### config.mk
export PLATFORM = sky130hd
export DESIGN_NAME = register_file
export DESIGN_NICKNAME = d
export VERILOG_FILES = /design/src/rtl/cpu_pkg.sv /design/src/rtl/register_file.sv
export VERILOG_INCLUDE_DIRS = /design/src /design/src/rtl
export SDC_FILE = /design/constraint.sdc
export NUM_CORES = 1
export LEC_CHECK = 0
export BUFFER_PORTS_ARGS = -buffer_cell sky130_fd_sc_hd__buf_2
export CORE_MARGIN = 5
export CORE_UTILIZATION = 47
export CTS_BUF_LIST = sky130_fd_sc_hd__clkbuf_8
export DETAILED_ROUTE_END_ITERATION = 10
export PLACE_DENSITY = 0.66
export SLEW_MARGIN = 20
export SYNTH_ARGS = -nofsm -noshare
export SYNTH_HDL_FRONTEND = slang
export SYNTH_SLANG_ARGS = --single-unit
export TNS_END_PERCENT = 10
### constraint.sdc
create_clock -name clk -period 4.01 [get_ports clk]
set_input_delay 0.2005 -clock clk [delete_from_list [all_inputs] [get_ports clk]]
set_output_delay 0.2005 -clock clk [all_outputs]
set_load 0.005 [all_outputs]
### src/rtl/cpu_defines.svh
`ifndef CPU_DEFINES_SVH
`define CPU_DEFINES_SVH

// datapath and instruction widths
`define CPU_DATA_W      8
`define CPU_INSTR_W     16

// memory depths in words
`define CPU_IMEM_DEPTH  256
`define CPU_DMEM_DEPTH  256

// architectural registers
`define CPU_REG_COUNT   8

// beats the output stream may have outstanding
`define CPU_OUT_CREDITS 4

`endif

### src/rtl/cpu_pkg.sv
`include "cpu_defines.svh"

package cpu_pkg;

    typedef logic [`CPU_DATA_W-1:0]                     data_t;
    typedef logic [`CPU_INSTR_W-1:0]                    instr_t;
    typedef logic [$clog2(`CPU_IMEM_DEPTH)-1:0]         pc_t;
    typedef logic [$clog2(`CPU_REG_COUNT)-1:0]          reg_addr_t;
    typedef logic [$clog2(`CPU_OUT_CREDITS + 1)-1:0]    credit_t;

    // instr[15:12]
    typedef enum logic [3:0] {
        NOP   = 4'd0,
        MOVIR = 4'd1,
        MOVRR = 4'd2,
        LOAD  = 4'd3,
        STORE = 4'd4,
        ADDRR = 4'd5,
        ADDI  = 4'd6,
        SUBRR = 4'd7,
        SUBI  = 4'd8,
        JZI   = 4'd9,
        JZR   = 4'd10,
        OUT   = 4'd11,
        HALT  = 4'd12
    } opcode_e;

    // fetch to decode
    typedef struct packed {
        logic   valid;
        pc_t    pc;
        instr_t instr;
    } fetch_pkt_t;

    // decode to execute with the operands already read
    typedef struct packed {
        logic      valid;
        opcode_e   op;
        reg_addr_t rd;
        data_t     a;
        data_t     b;
        data_t     imm;
    } exec_pkt_t;

    typedef enum logic [1:0] {
        IDLE,
        RUNNING,
        HALTED
    } run_state_e;

endpackage

### src/rtl/register_file.sv
`include "cpu_defines.svh"

module register_file
    import cpu_pkg::*;
(
    input  logic      clk,
    input  logic      arst_n,
    input  reg_addr_t rd_addr_a,
    input  reg_addr_t rd_addr_b,
    output data_t     rd_data_a,
    output data_t     rd_data_b,
    input  logic      wr_en,
    input  reg_addr_t wr_addr,
    input  data_t     wr_data
);

    data_t regs [`CPU_REG_COUNT];

    always_ff @(posedge clk or negedge arst_n) begin
        if (!arst_n) begin
            for (int i = 0; i < `CPU_REG_COUNT; i++) begin
                regs[i] <= '0;
            end
        end else if (wr_en) begin
            regs[wr_addr] <= wr_data;
        end
    end

    // same-cycle write shows up on the read ports
    assign rd_data_a = (wr_en && wr_addr == rd_addr_a) ? wr_data : regs[rd_addr_a];
    assign rd_data_b = (wr_en && wr_addr == rd_addr_b) ? wr_data : regs[rd_addr_b];

endmodule

Word level (Yosys, flattened, before mapping) --
Index checks and enable logic that the tools add are counted.
Storage, ports and cells: flip-flop bits (word level) 64, input port bits 20, output and inout port bits 16, word-level logic and storage cells 31
Cells by class: $lt $le $gt $ge 4, eq/ne operators 2, mux-type cells 11, bitwise gates (word level) 3, reductions and logical operators 3
Operators by type and width (number):
- $bwmux 64 | 1
- $mux 8 | 7
- $bmux 8 s3 | 2
- $demux 8 s3 | 1
- $ge 4x4->1 const B | 3
- $not 3->4 | 3
- $eq 3x3->1 | 2
- $lt 4x1->1 const B | 1
- $logic_and 1x1->1 | 3

Logic depth before layout (Yosys ltp) --
depth after elaboration 6, mapped depth 5, gate-level depth less buffers 3

Worst setup path after synthesis --
No wires, ideal clock.
kind input port to output port, start point input rd_addr_a[0], end point output rd_data_a[6], data arrival time 1.505 ns, data required time 3.809 ns, path slack 2.305 ns, stages 5, path buffers 2, path through buf_6 buf_12 mux4_1 mux2_2 mux2_4
Between the ends: longest elaborated chain between the ends 5, elaborated cells on any way between the ends 7, classes of those cells 1 x eq/ne; 4 x mux; 1 x bitwise; 1 x reduce/logical
RTL lines:
- start: declaration | line register_file.sv:8 | input reg_addr_t rd_addr_a,
- $not 3->4 (not written as such) | line register_file.sv:30 | assign rd_data_a = (wr_en && wr_addr == rd_addr_a) ? wr_data : regs[rd_addr_a];
- $bmux 8 s3 | line register_file.sv:30
- $mux 8 (not written as such) (2 in series) | line register_file.sv:30
- $mux 8 * | line register_file.sv:30
- end: declaration | line register_file.sv:10 | output data_t rd_data_a,
Every way passes the cells marked *; elsewhere a longest branch is shown, timed or not. The select of a mux whose other input is x is not followed.

Worst setup path after layout --
start point input rd_addr_b[0], end point output rd_data_b[6]
Between the ends: longest elaborated chain between the ends 5, elaborated cells on any way between the ends 7, classes of those cells 1 x eq/ne; 4 x mux; 1 x bitwise; 1 x reduce/logical
RTL lines:
- start: declaration | line register_file.sv:9 | input reg_addr_t rd_addr_b,
- $not 3->4 (not written as such) | line register_file.sv:31 | assign rd_data_b = (wr_en && wr_addr == rd_addr_b) ? wr_data : regs[rd_addr_b];
- $bmux 8 s3 | line register_file.sv:31
- $mux 8 (not written as such) (2 in series) | line register_file.sv:31
- $mux 8 * | line register_file.sv:31
- end: declaration | line register_file.sv:11 | output data_t rd_data_b,
Marks and branches as above.

==> metrics.txt <==
max reg flops=64; largest net degree at the start of global routing=39; Die Wd=99.8 microns; Clk pin slew, worst setup/hold paths=0.07 ns; initial drt markers=85; count of port buffers added during placement=35; Period minus WS final=about 2.4 ns; Mapped Cells=232; GP Congestion=around 0.74; Post-Route WL=7990 microns; CP startpoint kind=primary input; Post-synth EDFFs=0; largest registers=regs (64); Max Transition Viols Final=0; post-route clock period utilization=0.602; CP Class=primary input to output port; Initial Util=0.485; aggregate global routing overflow=0; Setup crit start=rd_addr_b[0]; core footprint=0.00781 sq mm; Tot GR Track Use=0.173; Setup TNS=0 ns; post-synthesis sequential area ratio=0.423; Setup WS pre-CTS=1.58 ns; most common cell in the synthesized netlist=mux2_2; initial antenna violation count=0; number of warnings issued by yosys=0; Rows=32; Setup Fix Bufs, Post-CTS=0; detailed placer's ending HPWL=between 5000 and 6000 microns; Rel. slew slack=0.381; Root Buffer=clkbuf_8; Worst Path Arrival=2.21 ns; top post-synthesis cells by area=dfrtp_1 42%, mux2_2 28%, mux4_1 12%; Synth top area share=0.423; area leader, netlist=dfrtp_1; Crit. End Element=output port; # setup viols final=0; n_diodes=0; Setup crit end=rd_data_b[6]; Peak VDD IR=0.274 mV; CTS sink count=64; skew final=0 ns; Synth Register Bits=64; worst slew pin tran=0.923 ns; RR Startpoint=regs[46]; hold_ws=approximately 0.22 ns; RSZ-0062 raised after global routing=false; post-synth cell types=18; CTS Buf Count=9; crit path max fanout=17; Mean Syn Cell Area=16.3 sq um; routed len/inst=21.9 microns; CTS Buffer Depth=2; die area=~0.01 sq mm; first-pass GRT wire length=12900 microns; TritonCTS clock tree=yes; Final ANT Viol Nets=0; Synth Cell Area=0.00379 sq mm; Async S/R FF share, synth=1.00; Max Cap Viol=0; nets@finish=approximately 280; Reg2Reg Setup Slack=3.23 ns; clock latency on the worst-skew pair=between 0.3 and 0.4 ns; Hold Vio Cnt, Final=0; Leak=0.00177 uW; FF-to-FF path depth=1; status=finished, final reports clean; Die Ht=99.8 microns; Syn Nets=252; htree depth=3; Req. time, crit path=roughly 3.8 ns; vias=2158; TritonRoute pass-1 iters=4; reg2reg end=regs[46]; Top FF cell, synth=dfrtp_1; vias in the first global route=roughly 2.3k; # IOs=36; largest register by flop count=regs; Residual DRC=0; Synth-to-Final Area Change=10.4%; share of post-route cells with drive strength above 1=0.631; Hold Path Class=primary input to flip-flop; Final Worst Setup Slack=1.60 ns; P per Cell Area=484 mW/mm^2; Max Freq=0.414 GHz; most instantiated cells after synthesis=94 x mux2_2, 64 x dfrtp_1, 18 x mux4_1; Avg Vias per Cell=5.91
-- what timing repair did --
action / in CTS / in global routing
hold buffers: 1 / 0
endpoints found under the hold margin: 3 / 0
resized for setup: 0 / 0
-- worst max-delay path: stages --
cell and delay (ns):
buf_2 0.46, xnor2_1 0.18, nand4_1 0.68, mux2_4 0.55, buf_2 0.13
-- per-layer routing --
metal,vias up,part of all wire,global-route usage,routed length [microns]
met2,45,0.47,0.261,3730
met1,1130,0.47,0.254,3790
li1,972,-,-,-
met3,11,0.048,0.0417,387
met5,-,0,0,0
met4,0,0.011,0.0441,89
-- cells by family (layout without fill, tap and decap cells) --
| logic type | count (synthesis) | count (layout) | synth area share |
|---|---|---|---|
| XOR/XNOR | 6 | 6 | 0.0139 |
| flip-flops | 64 | 64 | 0.423 |
| AND/OR/NAND/NOR | 12 | 12 | 0.0264 |
| buffers and inverters | 22 | 53 | 0.0416 |
| multiplexers | 128 | 128 | 0.495 |
-- area by class of cell --
class | count | area, sq um
clock buffer | 11 | 151
clock inverter | 5 | 78.8
fill | 661 | 3630
multi-input combinational | 146 | 2030
sequential | 64 | 1600
tap | 102 | 128
timing repair buffer | 37 | 193
-- stage by stage --
step                      total power [uW]  cells  area, sq um   util
after floorplan                       1270    232         3790      -
after global placement                1400    348         3940  0.505
after detailed placement              1420    348         3940  0.505
after CTS                             2050    365         4180  0.536
after global routing                  2140    365         4180  0.536
final                                 2020    365         4180  0.536
-- report_power, final --
part	leakage (uW)	internal (uW)	switching, uW	total [uW]
logic	0.000886	349	169	519
clock network	0.000119	383	245	627
registers	0.000768	789	89.3	878
total	0.00177	1520	504	2020
-- cell usage in the layout (no fill, tap or decap), types with 3 or more instances in the layout --
cell / n
mux2_2: 94
dfrtp_1: 64
buf_2: 35
mux4_1: 18
mux4_2: 14
clkbuf_8: 11
xnor2_1: 6
nand4_1: 3
nand4b_1: 3
-- worst min path at each step --
| stage | start | end | slack [ns] | cells past startpoint |
|---|---|---|---|---|
| 2_1_floorplan | arst_n | regs[0] | -0.1 | 0 |
| 3_3_place_gp | arst_n | regs[14] | 0.36 | 1 |
| 3_5_place_dp | arst_n | regs[14] | 0.36 | 1 |
| 4_1_cts | wr_data[7] | regs[23] | 0.21 | 2 |
| 5_1_grt | wr_data[5] | regs[5] | 0.23 | 2 |
| 6_report | wr_data[7] | regs[23] | 0.22 | 2 |
(Power assumes the default switching activity.)
