<file path="config.mk">
export PLATFORM = sky130hd
export DESIGN_NAME = execute_stage
export DESIGN_NICKNAME = d
export VERILOG_FILES = /design/src/rtl/cpu_pkg.sv /design/src/rtl/execute_stage.sv
export VERILOG_INCLUDE_DIRS = /design/src /design/src/rtl
export SDC_FILE = /design/constraint.sdc
export NUM_CORES = 2
export LEC_CHECK = 0
export ABC_CLOCK_PERIOD_IN_PS = 8500
export BUFFER_PORTS_ARGS = -buffer_cell sky130_fd_sc_hd__buf_2
export CAP_MARGIN = 40
export CORE_MARGIN = 5
export CORE_UTILIZATION = 61
export CTS_BUF_LIST = sky130_fd_sc_hd__clkbuf_2
export DETAILED_ROUTE_END_ITERATION = 7
export PLACE_DENSITY_LB_ADDON = 0.12
export SETUP_SLACK_MARGIN = 0.3
export SYNTH_ARGS = -nofsm -noshare
export SYNTH_HDL_FRONTEND = slang
export SYNTH_SLANG_ARGS = --single-unit
</file>
<file path="constraint.sdc">
create_clock -name clk -period 8.5 [get_ports clk]
set_clock_uncertainty 0.2 [all_clocks]
set_input_delay 0.85 -clock clk [delete_from_list [all_inputs] [get_ports clk]]
set_output_delay 0.85 -clock clk [all_outputs]
set_load 0.02 [all_outputs]
</file>
<file path="src/rtl/cpu_defines.svh">
`ifndef CPU_DEFINES_SVH
`define CPU_DEFINES_SVH

// datapath and instruction widths
`define CPU_DATA_W      8
`define CPU_INSTR_W     16

// memory depths in words
`define CPU_IMEM_DEPTH  256
`define CPU_DMEM_DEPTH  256

// architectural registers
`define CPU_REG_COUNT   8

// beats the output stream may have outstanding
`define CPU_OUT_CREDITS 4

`endif

</file>
<file path="src/rtl/cpu_pkg.sv">
`include "cpu_defines.svh"

package cpu_pkg;

    typedef logic [`CPU_DATA_W-1:0]                     data_t;
    typedef logic [`CPU_INSTR_W-1:0]                    instr_t;
    typedef logic [$clog2(`CPU_IMEM_DEPTH)-1:0]         pc_t;
    typedef logic [$clog2(`CPU_REG_COUNT)-1:0]          reg_addr_t;
    typedef logic [$clog2(`CPU_OUT_CREDITS + 1)-1:0]    credit_t;

    // instr[15:12]
    typedef enum logic [3:0] {
        NOP   = 4'd0,
        MOVIR = 4'd1,
        MOVRR = 4'd2,
        LOAD  = 4'd3,
        STORE = 4'd4,
        ADDRR = 4'd5,
        ADDI  = 4'd6,
        SUBRR = 4'd7,
        SUBI  = 4'd8,
        JZI   = 4'd9,
        JZR   = 4'd10,
        OUT   = 4'd11,
        HALT  = 4'd12
    } opcode_e;

    // fetch to decode
    typedef struct packed {
        logic   valid;
        pc_t    pc;
        instr_t instr;
    } fetch_pkt_t;

    // decode to execute with the operands already read
    typedef struct packed {
        logic      valid;
        opcode_e   op;
        reg_addr_t rd;
        data_t     a;
        data_t     b;
        data_t     imm;
    } exec_pkt_t;

    typedef enum logic [1:0] {
        IDLE,
        RUNNING,
        HALTED
    } run_state_e;

endpackage

</file>
<file path="src/rtl/execute_stage.sv">
`include "cpu_defines.svh"

module execute_stage
    import cpu_pkg::*;
(
    input  logic      clk,
    input  logic      arst_n,
    input  exec_pkt_t exec_in,
    output logic      wr_en,
    output reg_addr_t wr_addr,
    output data_t     wr_data,
    output logic      stall,
    output logic      redirect,
    output pc_t       redirect_pc,
    output logic      halt_req,
    output logic      out_valid,
    output data_t     out_data,
    input  logic      out_credit
);

    data_t   dmem [`CPU_DMEM_DEPTH];
    logic    zero_flag;
    logic    set_zero;
    logic    jump_taken;
    logic    is_out;
    logic    has_credit;
    credit_t credit_cnt;

    always_comb begin
        wr_data     = '0;
        wr_en       = 1'b0;
        set_zero    = 1'b0;
        jump_taken  = 1'b0;
        redirect_pc = pc_t'(exec_in.imm);
        case (exec_in.op)
            MOVIR: begin
                wr_data  = exec_in.imm;
                wr_en    = 1'b1;
                set_zero = 1'b1;
            end
            MOVRR: begin
                wr_data  = exec_in.a;
                wr_en    = 1'b1;
                set_zero = 1'b1;
            end
            LOAD: begin
                wr_data = dmem[exec_in.imm];
                wr_en   = 1'b1;
            end
            ADDRR: begin
                wr_data  = exec_in.a + exec_in.b;
                wr_en    = 1'b1;
                set_zero = 1'b1;
            end
            ADDI: begin
                wr_data  = exec_in.a + exec_in.imm;
                wr_en    = 1'b1;
                set_zero = 1'b1;
            end
            SUBRR: begin
                wr_data  = exec_in.a - exec_in.b;
                wr_en    = 1'b1;
                set_zero = 1'b1;
            end
            SUBI: begin
                wr_data  = exec_in.a - exec_in.imm;
                wr_en    = 1'b1;
                set_zero = 1'b1;
            end
            JZI: begin
                jump_taken = zero_flag;
            end
            JZR: begin
                jump_taken  = zero_flag;
                redirect_pc = pc_t'(exec_in.a);
            end
            default: begin
            end
        endcase
        // bubbles do nothing
        if (!exec_in.valid) begin
            wr_en      = 1'b0;
            set_zero   = 1'b0;
            jump_taken = 1'b0;
        end
    end

    assign wr_addr  = exec_in.rd;
    assign halt_req = exec_in.valid && (exec_in.op == HALT);

    // halt also flushes the younger instructions
    assign redirect = jump_taken || halt_req;

    always_ff @(posedge clk or negedge arst_n) begin
        if (!arst_n) begin
            zero_flag <= 1'b0;
        end else if (set_zero) begin
            zero_flag <= (wr_data == '0);
        end
    end

    always_ff @(posedge clk or negedge arst_n) begin
        if (!arst_n) begin
            for (int i = 0; i < `CPU_DMEM_DEPTH; i++) begin
                dmem[i] <= '0;
            end
        end else if (exec_in.valid && exec_in.op == STORE) begin
            dmem[exec_in.imm] <= exec_in.a;
        end
    end

    // each output beat spends one credit
    assign is_out     = exec_in.valid && (exec_in.op == OUT);
    assign has_credit = (credit_cnt != '0);
    assign out_valid  = is_out && has_credit;
    assign out_data   = exec_in.a;
    assign stall      = is_out && !has_credit;

    always_ff @(posedge clk or negedge arst_n) begin
        if (!arst_n) begin
            credit_cnt <= credit_t'(`CPU_OUT_CREDITS);
        end else begin
            case ({out_valid, out_credit})
                2'b10: credit_cnt <= credit_cnt - credit_t'(1);
                2'b01: begin
                    if (credit_cnt != credit_t'(`CPU_OUT_CREDITS)) begin
                        credit_cnt <= credit_cnt + credit_t'(1);
                    end
                end
                default: begin
                end
            endcase
        end
    end

    // a credit pulse while full would push the count past its range
    a_credit_range: assert property (
        @(posedge clk) disable iff (!arst_n)
        out_credit && !out_valid |-> credit_cnt != credit_t'(`CPU_OUT_CREDITS)
    );

    // no beat follows the last credit until one comes back
    a_no_beat_without_credit: assert property (
        @(posedge clk) disable iff (!arst_n)
        out_valid && !out_credit && credit_cnt == credit_t'(1) |=> !out_valid
    );

endmodule

</file>
=== Word-level counts from Yosys, hierarchy flattened ===
Cells that the tools add are included.

* Add/subtract/negate cells: 6
* $lt $le $gt $ge: 2
* Equal/unequal tests: 16
* Multiplexer cells: 16
* Bitwise gates (word level): 1
* Reductions and logical operators: 15

{| class="wikitable"
|+ Operators with widths
! kind !! count
|-
| 2048-bit bitwise mux || 1
|-
| 8-bit binary-select mux with 8-bit select || 1
|-
| 8-bit demux with 8-bit select || 1
|-
| 8-bit one-hot mux with 7 select lines || 1
|-
| 8-bit two-way mux || 4
|-
| 4-bit equality test (second input constant) || 5
|-
| 8-bit adder || 2
|-
| 4-bit by 3-bit equality test with 1-bit output (second input constant) || 4
|-
| 8-bit subtractor || 2
|-
| 9-bit greater-or-equal comparator (second input constant) || 1
|-
| 9-bit by 1-bit < comparator with 1-bit output (second input constant) || 1
|-
| 8-bit inverter with 9-bit output || 1
|-
| 4-bit by 2-bit equality test with 1-bit output (second input constant) || 2
|-
| 8-bit zero test || 1
|-
| 7-bit OR reduction || 1
|-
| 1-bit logical AND || 6
|-
| 1-bit two-way mux || 6
|-
| 3-bit one-hot mux with 2 select lines || 1
|-
| 6-bit OR reduction || 1
|-
| 4-bit by 1-bit equality test with 1-bit output (second input constant) || 1
|-
| 3-bit by 1-bit adder with 3-bit output (second input constant) || 1
|-
| 3-bit two-way mux || 1
|-
| 3-bit inequality test (second input constant) || 1
|-
| 3-bit nonzero test || 1
|-
| other kinds (9) || 9
|}

* Register bits: 2052
* Input bits: 35
* Output and inout bits: 32
* Word-level logic and storage cells: 314

=== Logic depth before layout (Yosys ltp) ===
* Word-level depth: 6
* Depth in mapped cells: 25
* Depth with buffers taken out: 17

=== Worst setup path after synthesis ===
Ideal clock, no wire load.

* Path kind: in2out
* Start point: in exec_in[1] in the netlist's numbering
* End point: out wr_data[7]
* Arrival: 5.014 ns
* Required time: 7.450 ns
* Path slack: 2.436 ns
* Stages on the path: 22
* Path buffers: 9
* Path through: buf_2 -> buf_6 -> buf_6 -> buf_2 -> buf_2 -> buf_4 -> buf_4 -> buf_2 -> inv_1 -> ha_1 -> and2_1 -> clkbuf_1 -> and2_1 -> o21ai_0 -> o31ai_1 -> a221oi_1 -> ha_1 -> o21a_1 -> or2_2 -> a31oi_1 -> xnor2_1 -> o21ai_1

* Cells in the longest elaborated chain, start to end: 5
* Elaborated cells on any way between the ends: 7
* Those cells by class: add/sub: 2; mux: 4; bitwise: 1

{| class="wikitable"
|+ RTL lines
! item !! line !! source
|-
| start: declaration || execute_stage.sv:8 || <nowiki>input exec_pkt_t exec_in,</nowiki>
|-
| 8-bit inverter with 9-bit output (implied by the code) || execute_stage.sv:47 || <nowiki>wr_data = dmem[exec_in.imm];</nowiki>
|-
| 8-bit binary-select mux with 8-bit select || execute_stage.sv:47 ||
|-
| 8-bit two-way mux (implied by the code) (2 in series) || execute_stage.sv:47 ||
|-
| 8-bit one-hot mux with 7 select lines * || execute_stage.sv:35 || <nowiki>case (exec_in.op)</nowiki>
|-
| end: declaration || execute_stage.sv:11 || <nowiki>output data_t wr_data,</nowiki>
|}

Mark *: on every way between the ends. The rest lies on a longest branch, timed or not. The select of a mux whose other input is x is not followed.

=== Worst setup path in the final report ===
* Start point: in exec_in[2] in the netlist's numbering
* End point: out wr_data[3]

The elaborated chain is that of the path after synthesis.

==> run metrics <==
via count of the first global-routing pass=about 64000; nets=~7000; async set-reset flop share out of synthesis=1.00; clock tree from TritonCTS=yes; max-slew violation count=40; Layout area overhead=8.56%; Max Fclk=around 0.14 GHz; startpoint types=primary input; Starting Density=0.614; largest net degree at the start of global routing=~200; Syn Std Cell Area=94600 sq um; Critical path buffers and inverters=4; post-synth top area cell=dfrtp_1; ANT nets after route=0; row cnt=approximately 140; Reg2Reg Capture Point=zero_flag; vias per inst=6.61; final period demand of the worst path=between 6 and 7 ns; Congestion Overflow GR=0; worst-skew pair later-pin latency=between 1.5 and 2 ns; FF-to-FF setup slack=approximately 3.7 ns; outcome=finished, violations left; Synth Flop Type=dfrtp_1; critical path's slowest cell=a222oi_1; post-cts repair resize count=0; CP arrival=~5.9 ns; CTS root buffer=clkbuf_2; critical path required time=~7.5 ns; HP Class=primary input to flip-flop; Synth area leaders=dfrtp_1 54%, mux2_2 22%, mux4_2 11%; worst-path maximum fanout=38; clock buffer depth=4; post-synth top area share=0.543; post-CTS setup buffer count=0; Overall Global Routing Usage=0.355; yosys synthesis warning count=0; PortBufs=60; drt first pass iters=8; Core Area=between 150000 and 200000 sq um; family with the most delay on the worst path=compound AO/OA/AOI/OAI gates; global-route wire length before repair=427000 microns; register area share after synthesis=0.543; gpl congestion=a little under 1; hold_sp=exec_in[22]; hold endpoint=dmem[1894]; most common cell after layout, fill and taps aside=dfrtp_1; final HPWL from detailed placement=between 150000 and 200000 microns; DIE AREA=163000 sq um; Least-Margin Pin Slew=between 1.5 and 2 ns; synthesized net count=around 6600; RSZ-0062 raised after global routing=false; Crit. End Element=output pin; Max-cap violations=0; synth unique cells=86; DR WL/cell=just over 30 microns; drt drc=25; Reg clk slew, reported paths=around 0.1 ns; most frequent cells in the layout=2051 x dfrtp_1, 1885 x mux2_2, 800 x clkbuf_2; antenna violations before repair=25; peak per-stage delay on the critical path=around 0.82 ns; CP cell instances=dlygate4sd3_1, clkbuf_8, buf_4, nand2b_1, o21ai_0, a21oi_1, a21o_1, a222oi_1, o21ai_1, a211oi_1, a41oi_1, or3_1, buf_2; final-report hold violation count=0; placed cell areas=approximately 98000 sq um; Crit Reg-Reg Startpoint=dmem[1337]; R2R depth=10; hold_buf cts=45; initial DRC count=between 6000 and 7000; Ports=67; post-synthesis cell count=6511; Final Cycle Share=0.811; Post-synth EDFFs=0; #FFs+latches synth=slightly above 2000; share of cells above drive strength 1=0.483; static leakage=roughly 0.05 uW; final wirelength=~290000 microns; critical setup path kind=primary input to output pin; violated checks=design-rule violations, max-slew violations; cell area after layout=a little over 100000 sq um; die width=between 400 and 500 microns; # H-tree levels=6; slew margin rel.=-0.00782; Sink Count=approximately 2100; total CTS buffers=roughly 550; Syn Area/Cell=14.5 sq um; setup_tns=0 ns; Setup Viol. Count Final=0; total power=17800 uW; Post-Place Cells=between 8000 and 9000; vias=61688; Final Non-Filler Cells=about 9300; Worst Hold Depth=3; peak supply drop=~0.13 mV; PD cells=~170 nW/um^2; chip height=404 microns
metal layers:
metal  wire length, microns  GRT usage  part of all wire
met5                    231          0           0.00080
met4                  17300      0.193             0.060
met3                  29000      0.113              0.10
met2                 128000      0.516              0.44
met1                 113000      0.481              0.39
power by group:
part	internal [uW]	total, uW	switching (uW)
sequential	9810	9840	34.0
combinational	339	1240	899
clock	2630	6720	4100
worst max-delay path by stage:
stage,start,endpoint,slack [ns],cells after the start
2_1_floorplan,exec_in[1],wr_data[7],2.44,22
3_3_place_gp,exec_in[0],wr_data[6],1.85,11
3_5_place_dp,exec_in[1],wr_data[1],2.17,9
4_1_cts,exec_in[2],wr_data[1],1.80,11
5_1_grt,exec_in[2],wr_data[3],1.58,13
6_report,exec_in[2],wr_data[3],1.60,13
flip-flops by register name, indices dropped and copies added (netlist names):
name,cells
dmem,2048
credit_cnt,3
zero_flag,1
area by class of cell:
class                   instances  area (sq um)
multi-input cells            3958         40900
inverters                      17          73.8
clock buffers                 800          4000
repair buffers                349          3210
well taps                    2044          2560
clock inverters               101           532
fillers                     11347         51400
flip-flops and latches       2052         51400
diodes                         17          42.5
stage by stage:
stage / setup slack, ns / utilization / hold WS, ns
6_report: 1.60 / 0.667 / 0.202
5_1_grt: 1.58 / 0.667 / 0.119
4_1_cts: 1.80 / 0.666 / 0.0218
3_5_place_dp: 2.17 / 0.634 / 0.266
3_3_place_gp: 1.85 / 0.627 / 0.256
2_1_floorplan: 2.44 / - / 0.242
synthesized netlist by cell type, types with 13 or more instances:
master / instances
dfrtp_1: 2051
mux2_2: 1885
mux4_2: 449
nand2_1: 429
clkbuf_1: 323
o21ai_0: 240
nor2_1: 238
mux2i_1: 164
a22oi_1: 90
buf_2: 69
a21oi_1: 66
a221oi_1: 33
nand3_1: 33
buf_6: 32
buf_4: 28
buf_1: 24
nor3_1: 24
o221ai_1: 19
nor2b_1: 17
o22ai_1: 16
ha_1: 13
inv_1: 13
kinds of logic (layout without fill, tap and decap cells):
kind of cell / count (synthesis) / count (layout) / share of synthesized area
compound gates: 592 / 592 / 0.0400
xor+xnor: 10 / 10 / 0.000926
fa+ha+maj: 15 / 15 / 0.00214
buf+inv: 501 / 1267 / 0.0256
flops: 2052 / 2052 / 0.543
mux: 2507 / 2507 / 0.351
other cells: 0 / 17 / 0
simple gates: 834 / 834 / 0.0375
worst register-to-register path: cells and delay by family (launching register included):
| kind | cells | cell delay [ns] |
|---|---|---|
| multiplexers | 2 | 0.78 |
| AND/OR/NAND/NOR | 3 | 1.19 |
| buffers and inverters | 1 | 0.57 |
| flip-flops | 1 | 0.39 |
| AO/OA/AOI/OAI | 4 | 1.62 |
(Power assumes the default switching activity.)
